===== config.mk =====
export PLATFORM = sky130hd
export DESIGN_NAME = calc_top
export DESIGN_NICKNAME = d
export VERILOG_FILES = /design/src/verilog/calc_pkg.sv /design/src/verilog/calc_comp_pipe.sv /design/src/verilog/calc_issue.sv /design/src/verilog/calc_pipe_int.sv /design/src/verilog/calc_pipe_mul.sv /design/src/verilog/calc_top.sv
export SDC_FILE = /design/constraint.sdc
export NUM_CORES = 2
export LEC_CHECK = 0
export BUFFER_PORTS_ARGS = -buffer_cell sky130_fd_sc_hd__buf_2
export CAP_MARGIN = 15
export CORE_MARGIN = 2
export CORE_UTILIZATION = 53
export CTS_BUF_LIST = sky130_fd_sc_hd__clkbuf_2 sky130_fd_sc_hd__clkbuf_4 sky130_fd_sc_hd__clkbuf_8
export CTS_CLUSTER_SIZE = 25
export DETAILED_ROUTE_END_ITERATION = 10
export PLACE_DENSITY_LB_ADDON = 0.3
export SYNTH_ARGS = -nofsm -noshare
export SYNTH_HDL_FRONTEND = slang
export SYNTH_SLANG_ARGS = --single-unit

===== constraint.sdc =====
create_clock -name clk_i -period 11.49 [get_ports clk_i]
set_clock_uncertainty 0.05 [all_clocks]
set_input_delay 1.149 -clock clk_i [delete_from_list [all_inputs] [get_ports clk_i]]
set_output_delay 1.149 -clock clk_i [all_outputs]
set_load 0.005 [all_outputs]

===== src/verilog/calc_pkg.sv =====
//////////////////////////////////////////////////
// Widths, opcodes and the completion stage packet
// shared by the execution back end. Modules pull
// these in with a wildcard import in their header.
//////////////////////////////////////////////////

package calc_pkg;

  localparam int DATA_WIDTH     = 32;
  localparam int REG_ADDR_WIDTH = 5;

  // Write-back leaves from the last stage
  localparam int COMP_STAGES    = 3;

  typedef logic [DATA_WIDTH-1:0]     data_t;
  typedef logic [REG_ADDR_WIDTH-1:0] reg_addr_t;

  // Shifts take the low 5 bits of rs2, slt compares signed
  typedef enum logic [3:0]
  {
    OP_ADD   = 4'h0,
    OP_SUB   = 4'h1,
    OP_AND   = 4'h2,
    OP_OR    = 4'h3,
    OP_XOR   = 4'h4,
    OP_SLL   = 4'h5,
    OP_SRL   = 4'h6,
    OP_SLT   = 4'h7,
    OP_MUL   = 4'h8,
    OP_MULHU = 4'h9
  } op_e;

  // One completion stage entry, 38 bits
  typedef struct packed
  {
    logic      w_v;
    reg_addr_t rd_addr;
    data_t     rd_data;
  } comp_pkt_t;

endpackage


===== src/verilog/calc_comp_pipe.sv =====
//////////////////////////////////////////////////
// Completion pipe. Stage 0 is built from the
// reservation, later stages shift one per cycle
// and collect pipe results. The last stage is the
// register file write-back.
//////////////////////////////////////////////////

module calc_comp_pipe
  import calc_pkg::*;
  (input                                   clk_i
   , input                                 rst_i
   , input                                 flush_i

   , input                                 res_v_i
   , input                                 res_queue_v_i
   , input reg_addr_t                      res_rd_addr_i
   , input                                 res_rd_w_v_i
   , input data_t                          res_payload_i

   , input                                 int_v_i
   , input data_t                          int_data_i
   , input                                 mul_v_i
   , input data_t                          mul_data_i

   , output comp_pkt_t [COMP_STAGES-1:0]   stage_pkt_o
   , output data_t [COMP_STAGES-1:0]       fwd_data_o

   , output logic                          iwb_v_o
   , output reg_addr_t                     iwb_rd_addr_o
   , output data_t                         iwb_data_o
   );

  comp_pkt_t [COMP_STAGES-1:0] stage_q;
  comp_pkt_t [COMP_STAGES:1]   stage_n;
  comp_pkt_t [COMP_STAGES-1:1] stage_r;
  logic                        injection;
  logic                        kill_r;

  assign injection = res_v_i & ~res_queue_v_i;

  // The instruction dispatched during a flush sits in stage 0 one cycle later
  always_ff @(posedge clk_i)
    begin
      if (rst_i)
        kill_r <= 1'b0;
      else
        kill_r <= flush_i;
    end

  always_comb
    begin
      stage_q[0].w_v     = res_v_i & res_rd_w_v_i & ~kill_r;
      stage_q[0].rd_addr = res_rd_addr_i;
      stage_q[0].rd_data = injection ? res_payload_i : '0;
      for (int i = 1; i < COMP_STAGES; i++)
        stage_q[i] = stage_r[i];
    end

  // Single issue with fixed latencies, so at most one result per stage
  always_comb
    begin
      for (int i = 1; i <= COMP_STAGES; i++)
        stage_n[i] = stage_q[i-1];

      stage_n[1].rd_data |= int_v_i ? int_data_i : '0;
      stage_n[2].rd_data |= mul_v_i ? mul_data_i : '0;

      // Anything not yet at write-back dies on flush
      for (int i = 1; i < COMP_STAGES; i++)
        stage_n[i].w_v &= ~flush_i;
    end

  always_ff @(posedge clk_i)
    begin
      for (int i = 1; i < COMP_STAGES; i++)
        begin
          if (rst_i)
            stage_r[i].w_v <= 1'b0;
          else
            stage_r[i].w_v <= stage_n[i].w_v;
          stage_r[i].rd_addr <= stage_n[i].rd_addr;
          stage_r[i].rd_data <= stage_n[i].rd_data;
        end
    end

  // Forward next-state data so fresh results bypass without a bubble
  always_comb
    begin
      for (int i = 0; i < COMP_STAGES; i++)
        fwd_data_o[i] = stage_n[i+1].rd_data;
    end

  assign stage_pkt_o   = stage_q;
  assign iwb_v_o       = stage_r[COMP_STAGES-1].w_v;
  assign iwb_rd_addr_o = stage_r[COMP_STAGES-1].rd_addr;
  assign iwb_data_o    = stage_r[COMP_STAGES-1].rd_data;

endmodule


===== src/verilog/calc_issue.sv =====
//////////////////////////////////////////////////
// Issue stage. Repairs stale dispatch operands by
// forwarding from the completion pipe, then holds
// the instruction in the reservation register
// that feeds both execution pipes.
//////////////////////////////////////////////////

module calc_issue
  import calc_pkg::*;
  (input                                 clk_i
   , input                               rst_i

   , input                               dispatch_v_i
   , input                               dispatch_queue_v_i
   , input op_e                          dispatch_op_i
   , input reg_addr_t                    rs1_addr_i
   , input reg_addr_t                    rs2_addr_i
   , input reg_addr_t                    rd_addr_i
   , input                               rd_w_v_i
   , input data_t                        rs1_data_i
   , input data_t                        rs2_data_i

   , input comp_pkt_t [COMP_STAGES-1:0]  stage_pkt_i
   , input data_t [COMP_STAGES-1:0]      fwd_data_i

   , output logic                        res_v_o
   , output logic                        res_queue_v_o
   , output op_e                         res_op_o
   , output data_t                       res_rs1_o
   , output data_t                       res_rs2_o
   , output reg_addr_t                   res_rd_addr_o
   , output logic                        res_rd_w_v_o
   );

  logic                   fwd_en;
  logic [COMP_STAGES-1:0] match_rs1;
  logic [COMP_STAGES-1:0] match_rs2;
  data_t                  rs1_bypass;
  data_t                  rs2_bypass;

  // Injections carry a payload in rs2 and never forward
  assign fwd_en = dispatch_v_i & dispatch_queue_v_i;

  always_comb
    begin
      for (int i = 0; i < COMP_STAGES; i++)
        begin
          match_rs1[i] = fwd_en & stage_pkt_i[i].w_v
                         & (stage_pkt_i[i].rd_addr == rs1_addr_i);
          match_rs2[i] = fwd_en & stage_pkt_i[i].w_v
                         & (stage_pkt_i[i].rd_addr == rs2_addr_i);
        end
    end

  // Walk oldest to youngest so the lowest matching stage wins
  always_comb
    begin
      rs1_bypass = rs1_data_i;
      rs2_bypass = rs2_data_i;
      for (int i = COMP_STAGES-1; i >= 0; i--)
        begin
          if (match_rs1[i])
            rs1_bypass = fwd_data_i[i];
          if (match_rs2[i])
            rs2_bypass = fwd_data_i[i];
        end
    end

  // Reservation register
  always_ff @(posedge clk_i)
    begin
      if (rst_i)
        begin
          res_v_o       <= 1'b0;
          res_queue_v_o <= 1'b0;
          res_rd_w_v_o  <= 1'b0;
        end
      else
        begin
          res_v_o       <= dispatch_v_i;
          res_queue_v_o <= dispatch_queue_v_i;
          res_rd_w_v_o  <= rd_w_v_i;
        end

      res_op_o      <= dispatch_op_i;
      res_rd_addr_o <= rd_addr_i;
      res_rs1_o     <= rs1_bypass;
      res_rs2_o     <= rs2_bypass;
    end

endmodule


===== src/verilog/calc_pipe_int.sv =====
//////////////////////////////////////////////////
// Integer pipe. Evaluates the ALU operation held
// in the reservation register; the result is
// combinational and lands in completion stage 1.
//////////////////////////////////////////////////

module calc_pipe_int
  import calc_pkg::*;
  (input           res_v_i
   , input         res_queue_v_i
   , input op_e    res_op_i
   , input data_t  res_rs1_i
   , input data_t  res_rs2_i

   , output logic  v_o
   , output data_t data_o
   );

  localparam int SHAMT_WIDTH = $clog2(DATA_WIDTH);

  logic                   int_op;
  logic [SHAMT_WIDTH-1:0] shamt;
  logic                   lt_signed;

  assign int_op    = res_op_i inside {OP_ADD, OP_SUB, OP_AND, OP_OR,
                                      OP_XOR, OP_SLL, OP_SRL, OP_SLT};
  assign shamt     = res_rs2_i[SHAMT_WIDTH-1:0];
  assign lt_signed = $signed(res_rs1_i) < $signed(res_rs2_i);

  // Only real instructions are claimed here
  assign v_o = res_v_i & res_queue_v_i & int_op;

  always_comb
    begin
      case (res_op_i)
        OP_ADD:  data_o = res_rs1_i + res_rs2_i;
        OP_SUB:  data_o = res_rs1_i - res_rs2_i;
        OP_AND:  data_o = res_rs1_i & res_rs2_i;
        OP_OR:   data_o = res_rs1_i | res_rs2_i;
        OP_XOR:  data_o = res_rs1_i ^ res_rs2_i;
        OP_SLL:  data_o = res_rs1_i << shamt;
        OP_SRL:  data_o = res_rs1_i >> shamt;
        OP_SLT:  data_o = {{(DATA_WIDTH-1){1'b0}}, lt_signed};
        default: data_o = '0;
      endcase
    end

endmodule


===== src/verilog/calc_pipe_mul.sv =====
//////////////////////////////////////////////////
// Two-stage multiply pipe. The first stage forms
// the full unsigned product, the second picks the
// low word for mul or the high word for mulhu.
//////////////////////////////////////////////////

module calc_pipe_mul
  import calc_pkg::*;
  (input           clk_i
   , input         rst_i

   , input         res_v_i
   , input         res_queue_v_i
   , input op_e    res_op_i
   , input data_t  res_rs1_i
   , input data_t  res_rs2_i
   , input         flush_i

   , output logic  v_o
   , output data_t data_o
   );

  logic                      claim;
  logic [2*DATA_WIDTH-1:0]   product;
  logic [2*DATA_WIDTH-1:0]   product_r;
  logic                      hi_r;
  logic                      v_r;

  assign claim = res_v_i & res_queue_v_i & (res_op_i inside {OP_MUL, OP_MULHU});

  // Zero extension keeps the product unsigned
  assign product = {{DATA_WIDTH{1'b0}}, res_rs1_i} * {{DATA_WIDTH{1'b0}}, res_rs2_i};

  always_ff @(posedge clk_i)
    begin
      if (rst_i | flush_i)
        v_r <= 1'b0;
      else
        v_r <= claim;

      if (claim)
        begin
          product_r <= product;
          hi_r      <= (res_op_i == OP_MULHU);
        end
    end

  assign v_o    = v_r;
  assign data_o = hi_r ? product_r[2*DATA_WIDTH-1:DATA_WIDTH] : product_r[DATA_WIDTH-1:0];

endmodule


===== src/verilog/calc_top.sv =====
//////////////////////////////////////////////////
// Execution back end top level. Takes one dispatch
// per cycle and writes it back three cycles later.
// Injections write their rs2 payload to rd.
//////////////////////////////////////////////////

module calc_top
  import calc_pkg::*;
  (input               clk_i
   , input             rst_i

   , input             dispatch_v_i
   , input             dispatch_queue_v_i
   , input op_e        dispatch_op_i
   , input reg_addr_t  rs1_addr_i
   , input reg_addr_t  rs2_addr_i
   , input reg_addr_t  rd_addr_i
   , input             rd_w_v_i
   , input data_t      rs1_data_i
   , input data_t      rs2_data_i

   , input             flush_i

   , output logic      iwb_v_o
   , output reg_addr_t iwb_rd_addr_o
   , output data_t     iwb_data_o
   );

  logic                        res_v;
  logic                        res_queue_v;
  op_e                         res_op;
  data_t                       res_rs1;
  data_t                       res_rs2;
  reg_addr_t                   res_rd_addr;
  logic                        res_rd_w_v;

  logic                        int_v;
  data_t                       int_data;
  logic                        mul_v;
  data_t                       mul_data;

  comp_pkt_t [COMP_STAGES-1:0] stage_pkt;
  data_t [COMP_STAGES-1:0]     fwd_data;

  calc_issue i_issue
    (.clk_i              (clk_i)
     ,.rst_i             (rst_i)
     ,.dispatch_v_i      (dispatch_v_i)
     ,.dispatch_queue_v_i(dispatch_queue_v_i)
     ,.dispatch_op_i     (dispatch_op_i)
     ,.rs1_addr_i        (rs1_addr_i)
     ,.rs2_addr_i        (rs2_addr_i)
     ,.rd_addr_i         (rd_addr_i)
     ,.rd_w_v_i          (rd_w_v_i)
     ,.rs1_data_i        (rs1_data_i)
     ,.rs2_data_i        (rs2_data_i)
     ,.stage_pkt_i       (stage_pkt)
     ,.fwd_data_i        (fwd_data)
     ,.res_v_o           (res_v)
     ,.res_queue_v_o     (res_queue_v)
     ,.res_op_o          (res_op)
     ,.res_rs1_o         (res_rs1)
     ,.res_rs2_o         (res_rs2)
     ,.res_rd_addr_o     (res_rd_addr)
     ,.res_rd_w_v_o      (res_rd_w_v)
     );

  calc_pipe_int i_pipe_int
    (.res_v_i       (res_v)
     ,.res_queue_v_i(res_queue_v)
     ,.res_op_i     (res_op)
     ,.res_rs1_i    (res_rs1)
     ,.res_rs2_i    (res_rs2)
     ,.v_o          (int_v)
     ,.data_o       (int_data)
     );

  calc_pipe_mul i_pipe_mul
    (.clk_i         (clk_i)
     ,.rst_i        (rst_i)
     ,.res_v_i      (res_v)
     ,.res_queue_v_i(res_queue_v)
     ,.res_op_i     (res_op)
     ,.res_rs1_i    (res_rs1)
     ,.res_rs2_i    (res_rs2)
     ,.flush_i      (flush_i)
     ,.v_o          (mul_v)
     ,.data_o       (mul_data)
     );

  // The rs2 slot doubles as the injection payload
  calc_comp_pipe i_comp_pipe
    (.clk_i         (clk_i)
     ,.rst_i        (rst_i)
     ,.flush_i      (flush_i)
     ,.res_v_i      (res_v)
     ,.res_queue_v_i(res_queue_v)
     ,.res_rd_addr_i(res_rd_addr)
     ,.res_rd_w_v_i (res_rd_w_v)
     ,.res_payload_i(res_rs2)
     ,.int_v_i      (int_v)
     ,.int_data_i   (int_data)
     ,.mul_v_i      (mul_v)
     ,.mul_data_i   (mul_data)
     ,.stage_pkt_o  (stage_pkt)
     ,.fwd_data_o   (fwd_data)
     ,.iwb_v_o      (iwb_v_o)
     ,.iwb_rd_addr_o(iwb_rd_addr_o)
     ,.iwb_data_o   (iwb_data_o)
     );

endmodule


# --- Yosys cells after proc, flatten, opt, wreduce, memory -nomap -nowiden ---
# Cells that the tools add are included.
op_classes:
  add_sub_neg: 2
  multipliers: 1
  order_cmp: 1
  n_eq_ne: 15
  shift: 2
  n_mux: 11
  bitwise_logic: 27
  n_reduce_logical: 3
ops:
  columns: ["operator", "count"]
  rows:
  - ["32-bit 2-to-1 mux", 10]
  - ["32-bit one-hot mux with 8 select lines", 1]
  - ["32-bit bitwise OR", 3]
  - ["32-bit by 32-bit multiplier with 64-bit output", 1]
  - ["32-bit adder", 1]
  - ["32-bit bitwise AND", 1]
  - ["32-bit < comparator", 1]
  - ["32-bit by 5-bit << shifter with 32-bit output", 1]
  - ["32-bit by 5-bit right shift with 32-bit output", 1]
  - ["32-bit subtractor", 1]
  - ["32-bit XOR", 1]
  - ["5-bit == test", 6]
  - ["1-bit bitwise AND", 18]
  - ["4-bit by 3-bit == test with 1-bit output (second input constant)", 4]
  - ["4-bit by 2-bit == test with 1-bit output (second input constant)", 2]
  - ["4-bit == test (second input constant)", 2]
  - ["8-bit nonzero test", 1]
  - ["4-bit by 1-bit == test with 1-bit output (second input constant)", 1]
  - ["4-bit zero test", 1]
  - ["1-bit inverter", 3]
  - ["2-bit nonzero test", 1]
  - ["1-bit bitwise OR", 1]
word_totals:
  reg_bits: 219
  in_bits: 89
  output_inout_bits: 38
  word_cells: 79

# --- Longest topological paths before layout ---
logic_depth:
  ltp_word: 6
  ltp_mapped: 31
  ltp_nobuf: 28

# --- Modules after synthesis ---
# A second synthesis with hierarchy kept.
hier_totals:
  cells_unflattened: 5823
  hier_area_um2: 51744.6
modules_own_cells:
  columns: ["mod", "n_inst", "cells_each", "area_each_um2", "seq_area_each_um2"]
  rows:
  - ["calc_pipe_mul", 1, 3803, 35744.3, 1971.9]
  - ["calc_pipe_int", 1, 1147, 8144.1, 0.0]
  - ["calc_issue", 1, 500, 4085.2, 1521.5]
  - ["calc_comp_pipe", 1, 373, 3771.1, 1541.5]

# --- Least setup slack after synthesis ---
# No wires, ideal clock.
synth_path:
  path_kind: "flip-flop to flip-flop"
  start: "register i_issue.res_rs2_o[2]"
  end: "register i_pipe_mul.product_r[62] (data pin)"
  setup_ns: 0.259
  t_arrival_ns: 8.445
  t_required_ns: 11.181
  slack_ns: 2.736
  path_stages_with_launch: 31
  path_buffers: 5
  synth_period_minus_slack_ns: 8.754
  cell_sequence: "dfxtp_1 clkinv_1 buf_1 clkbuf_1 buf_2 clkbuf_1 buf_1 nor2_1 fa_1 inv_1 fa_1 fa_1 fa_1 inv_1 fa_1 inv_1 fa_1 inv_1 fa_1 fa_1 ha_1 and3_1 nand3_1 or4_1 a31oi_1 o211ai_1 a31oi_1 o41ai_1 o21ai_0 o21ai_0 xnor2_1"
synth_between:
  elab_chain_len: 1
synth_lines:
  columns: ["element", "line_no", "source"]
  rows:
  - ["start, declared", "calc_issue.sv:30", ", output data_t res_rs2_o"]
  - ["start signal, assigned", "calc_issue.sv:88", "res_rs2_o <= rs2_bypass;"]
  - ["32-bit by 32-bit multiplier with 64-bit output", "calc_pipe_mul.sv:32", "assign product = {{DATA_WIDTH{1'b0}}, res_rs1_i} * {{DATA_WIDTH{1'b0}}, res_rs2_i};"]
  - ["via i_pipe_mul.product[62]", "calc_pipe_mul.sv:24", "logic [2*DATA_WIDTH-1:0] product;"]
  - ["end signal, assigned", "calc_pipe_mul.sv:43", "product_r <= product;"]
  - ["end, declared", "calc_pipe_mul.sv:25", "logic [2*DATA_WIDTH-1:0] product_r;"]
# The timed path passes the listed nets, and every way through them passes these cells.
# A chain may end at the register's enable or synchronous reset.

# --- Final worst setup path ---
layout_path:
  start: "register i_issue.res_rs2_o[8]"
  end: "register i_pipe_mul.product_r[62] (data pin)"
# The elaborated chain is that of the path after synthesis.

==> impl_metrics.csv <==
group,metric,value,unit
sta,fmax,0.09776,GHz
synthesis,synthCells,5667,
synthesis,syn_avg_cell_area,8.555,um2
placed_design,post-dp-hpwl,154.3,mm
sta,slew_headroom,12.89,%
clocking,worstSkewPairLatency,660,ps
clocking,cts_buffers,40,
grt,grt.overflow.total,0,
sta,fin_crit,10230,ps
synthesis,synthArstFlopShare,0,%
synthesis,ys_seq_area_share,10.38,%
clocking,path_clk_slew,70,ps
placed_design,gp_congestion,1.065,
synthesis,netlist_area,48480,um2
run,max_cap_violations,0,
critical_path,cp-start-kind,"flop",
clocking,postCtsHoldBufs,0,
floorplan,die_w,306.5,um
placed_design,port_buffers,126,
sta,finalCritPeriodShare,89.02,%
detailed_routing,avgViaCountPerCell,6.297,
critical_path,path_common_cell,"fa_1",
critical_path,crit_buf_inv,5,
critical_path,worstSetupStartpoint,"i_issue.res_rs2_o[8]",
sta,hold_viol_final,0,
worst_hold_path,hold_path.class,"flop to flop",
layout,fillers,8326,
worst_hold_path,min_from,"i_comp_pipe.stage_pkt_o[70]",
critical_path,slowest_delay,990,ps
detailed_routing,avgRoutedWirePerCell,29.32,um
clocking,cts_resized,0,
critical_path,reg2reg_from,"i_issue.res_rs2_o[8]",
floorplan,io_pins,127,
clocking,root_buffer,"clkbuf_8",
synthesis,synthFlopType,"dfxtp_1",
critical_path,critPathRequiredTime,11830,ps
floorplan,die_area,93910,um2
sta,rsz0062_at_grt,"no",
floorplan,core_area,90290,um2
sta,maxSlewViolCount,0,
critical_path,crit_family,"adder cells",
critical_path,critPathArrivalTime,10570,ps
detailed_routing,first_pass_iters,9,
grt,grt_pass1_vias,43896,
synthesis,ys_warn_count,0,
clocking,cts_sinks,219,
floorplan,start_util,53.70,%
sta,worstMarginPinSlew,1307,ps
layout,drive_gt1_share,8.783,%
synthesis,synth_edf_count,65,
synthesis,syn-num-nets,7015,
detailed_routing,num_vias,42919,
clocking,cts_max_path_buffers,3,
grt,grt_max_degree,65,
critical_path,critPathSlowestCell,"clkinv_1",
detailed_routing,drt_iter0_markers,5375,
floorplan,die_y,306.5,um
detailed_routing,ant_nets,0,
clocking,postCtsSetupBuffers,0,
grt,grt_first_pass_wirelength,290.7,mm
detailed_routing,routed_wirelength,199.9,mm
critical_path,crit_type,"flop to flop",
outcome,status,"completed",
clocking,cts_tree,"yes",
synthesis,yosysUniqueCellTypes,84,
layout,nets,6952,
critical_path,crit_path_end_kind,"flop",
critical_path,worstPathMaxFanout,20,
clocking,htree_levels,2,
grt,antenna_found_initial,14,
layout,area_delta_synth_final,5.569,%
detailed_routing,drc_errors,0,
sta,fin_setup_tns,0,ps
floorplan,rows,110,
sta,setup_viol_count_final,0,
grt,grt_usage,42.89,%
synthesis,ys_ff_latch,219,
-- area by class of cell --
| cell class | instances | area, um2 | share of cell area [%] |
|---|---|---|---|
| Antenna cell | 4 | 10.01 | 0.01956 |
| Clock buffer | 54 | 686.9 | 1.342 |
| Clock inverter | 20 | 229.0 | 0.4474 |
| Inverter | 1057 | 3970 | 7.757 |
| Multi-Input combinational cell | 3999 | 37900 | 74.04 |
| Sequential cell | 219 | 5046 | 9.859 |
| Tap cell | 1176 | 1471 | 2.875 |
| Timing Repair Buffer | 287 | 1872 | 3.657 |
-- placed cells by master (no fill, tap or decap), drive strengths merged, types with 16 or more instances in the layout --
cell,n
a22oi,20
o21ai,175
mux2i,103
ha,362
mux2,40
nor2b,19
dfxtp,154
inv,1043
nor3,41
buf,287
a211oi,41
o22ai,16
o21bai,18
xnor2,69
a31oi,24
nand3,44
nand4,20
xor2,41
nand2,641
a21o,66
mux4,44
a221oi,21
clkinv,30
fa,897
o211ai,88
clkbuf,54
edfxtp,65
nor2,760
nor4,21
a21oi,223
-- through the flow --
step | hold WS [ps] | cells | worst slack (ps) | util (%) | cell area (um2)
2_1_floorplan | 323.2 | 5667 | 2736 | - | 48480
3_3_place_gp | 329.6 | 6736 | 1502 | 55.61 | 50210
3_5_place_dp | 333.5 | 6736 | 1342 | 55.61 | 50210
4_1_cts | 339.9 | 6810 | 1323 | 56.63 | 51130
5_1_grt | 352.0 | 6812 | 1009 | 56.68 | 51170
6_report | 336.2 | 6816 | 1261 | 56.69 | 51180
-- metal layers --
metal,part of all wire [%],vias to the layer above,track usage (%)
li1,-,17637,-
met1,36,21495,54.31
met5,0.037,-,0
met4,8.7,12,29.57
met2,42,2986,62.50
met3,13,789,13.69
-- path summary, 6_finish.rpt --
| check | endpoint | slack [ps] | cells past startpoint |
|---|---|---|---|
| setup / recovery | i_pipe_mul.product_r[62] | 1260 | 25 |
| hold / removal | i_comp_pipe.iwb_rd_addr_o[0] | 340 | 0 |
| setup reg to reg | i_pipe_mul.product_r[62] | 1260 | 25 |
| hold reg to reg | i_comp_pipe.iwb_rd_addr_o[0] | 340 | 0 |
-- kinds of logic (layout without fill, tap and decap cells) --
logic type,Yosys count,after routing,synth area share [%]
mux,187,187,5.099
buf+inv,1449,1418,11.58
fa+ha+maj,1259,1259,46.38
xor+xnor,110,110,1.987
other cells,0,4,0
flops,219,219,10.38
simple gates,1639,1639,13.82
compound gates,804,804,10.75
-- Yosys cell counts (14+ instances only) --
cell type	count	share of area (%)
clkinv_1	21	0.16
inv_1	1033	8.0
nor4_1	21	0.27
ha_1	362	9.3
nor3_1	41	0.42
nand4_1	20	0.26
dfxtp_1	154	6.4
a22oi_1	19	0.29
o22ai_1	16	0.21
o21ai_0	164	1.7
or3_1	14	0.18
a21oi_1	223	2.3
o21bai_1	18	0.28
nand2_1	641	5.0
buf_2	14	0.14
a211oi_1	38	0.59
fa_1	897	37
buf_1	73	0.57
a21o_1	66	1.0
edfxtp_1	65	4.0
mux2_2	40	0.93
nand3_1	44	0.45
xor2_1	41	0.74
buf_4	41	0.63
nor2_1	760	5.9
nor2b_1	19	0.25
a31oi_1	24	0.31
clkbuf_1	264	2.0
a221oi_1	20	0.36
mux2i_1	103	2.1
o211ai_1	87	1.3
nand2b_1	14	0.18
xnor2_1	69	1.2
and3_1	15	0.19
mux4_2	44	2.0
-- state kept, by name (all words and copies together) (netlist names), 4 cells and up --
signal,count
i_comp_pipe.iwb_data_o,32
i_comp_pipe.iwb_rd_addr_o,5
i_comp_pipe.stage_pkt_o,38
i_issue.res_op_o,4
i_issue.res_rd_addr_o,5
i_issue.res_rs1_o,32
i_issue.res_rs2_o,32
i_pipe_mul.product_r,64
-- worst reg2reg max path: cells and delay by family (launching register included) --
kind | cells | cell delay (ps)
adder cells (fa/ha/maj) | 9 | 4150
AO/OA/AOI/OAI | 6 | 2200
AND/OR/NAND/NOR | 4 | 1370
buffers and inverters | 5 | 1210
flip-flops | 1 | 860
XOR/XNOR | 1 | 160
Power is not shown: default switching activity piles up to over one toggle a cycle in this logic, so the estimate is an artifact.
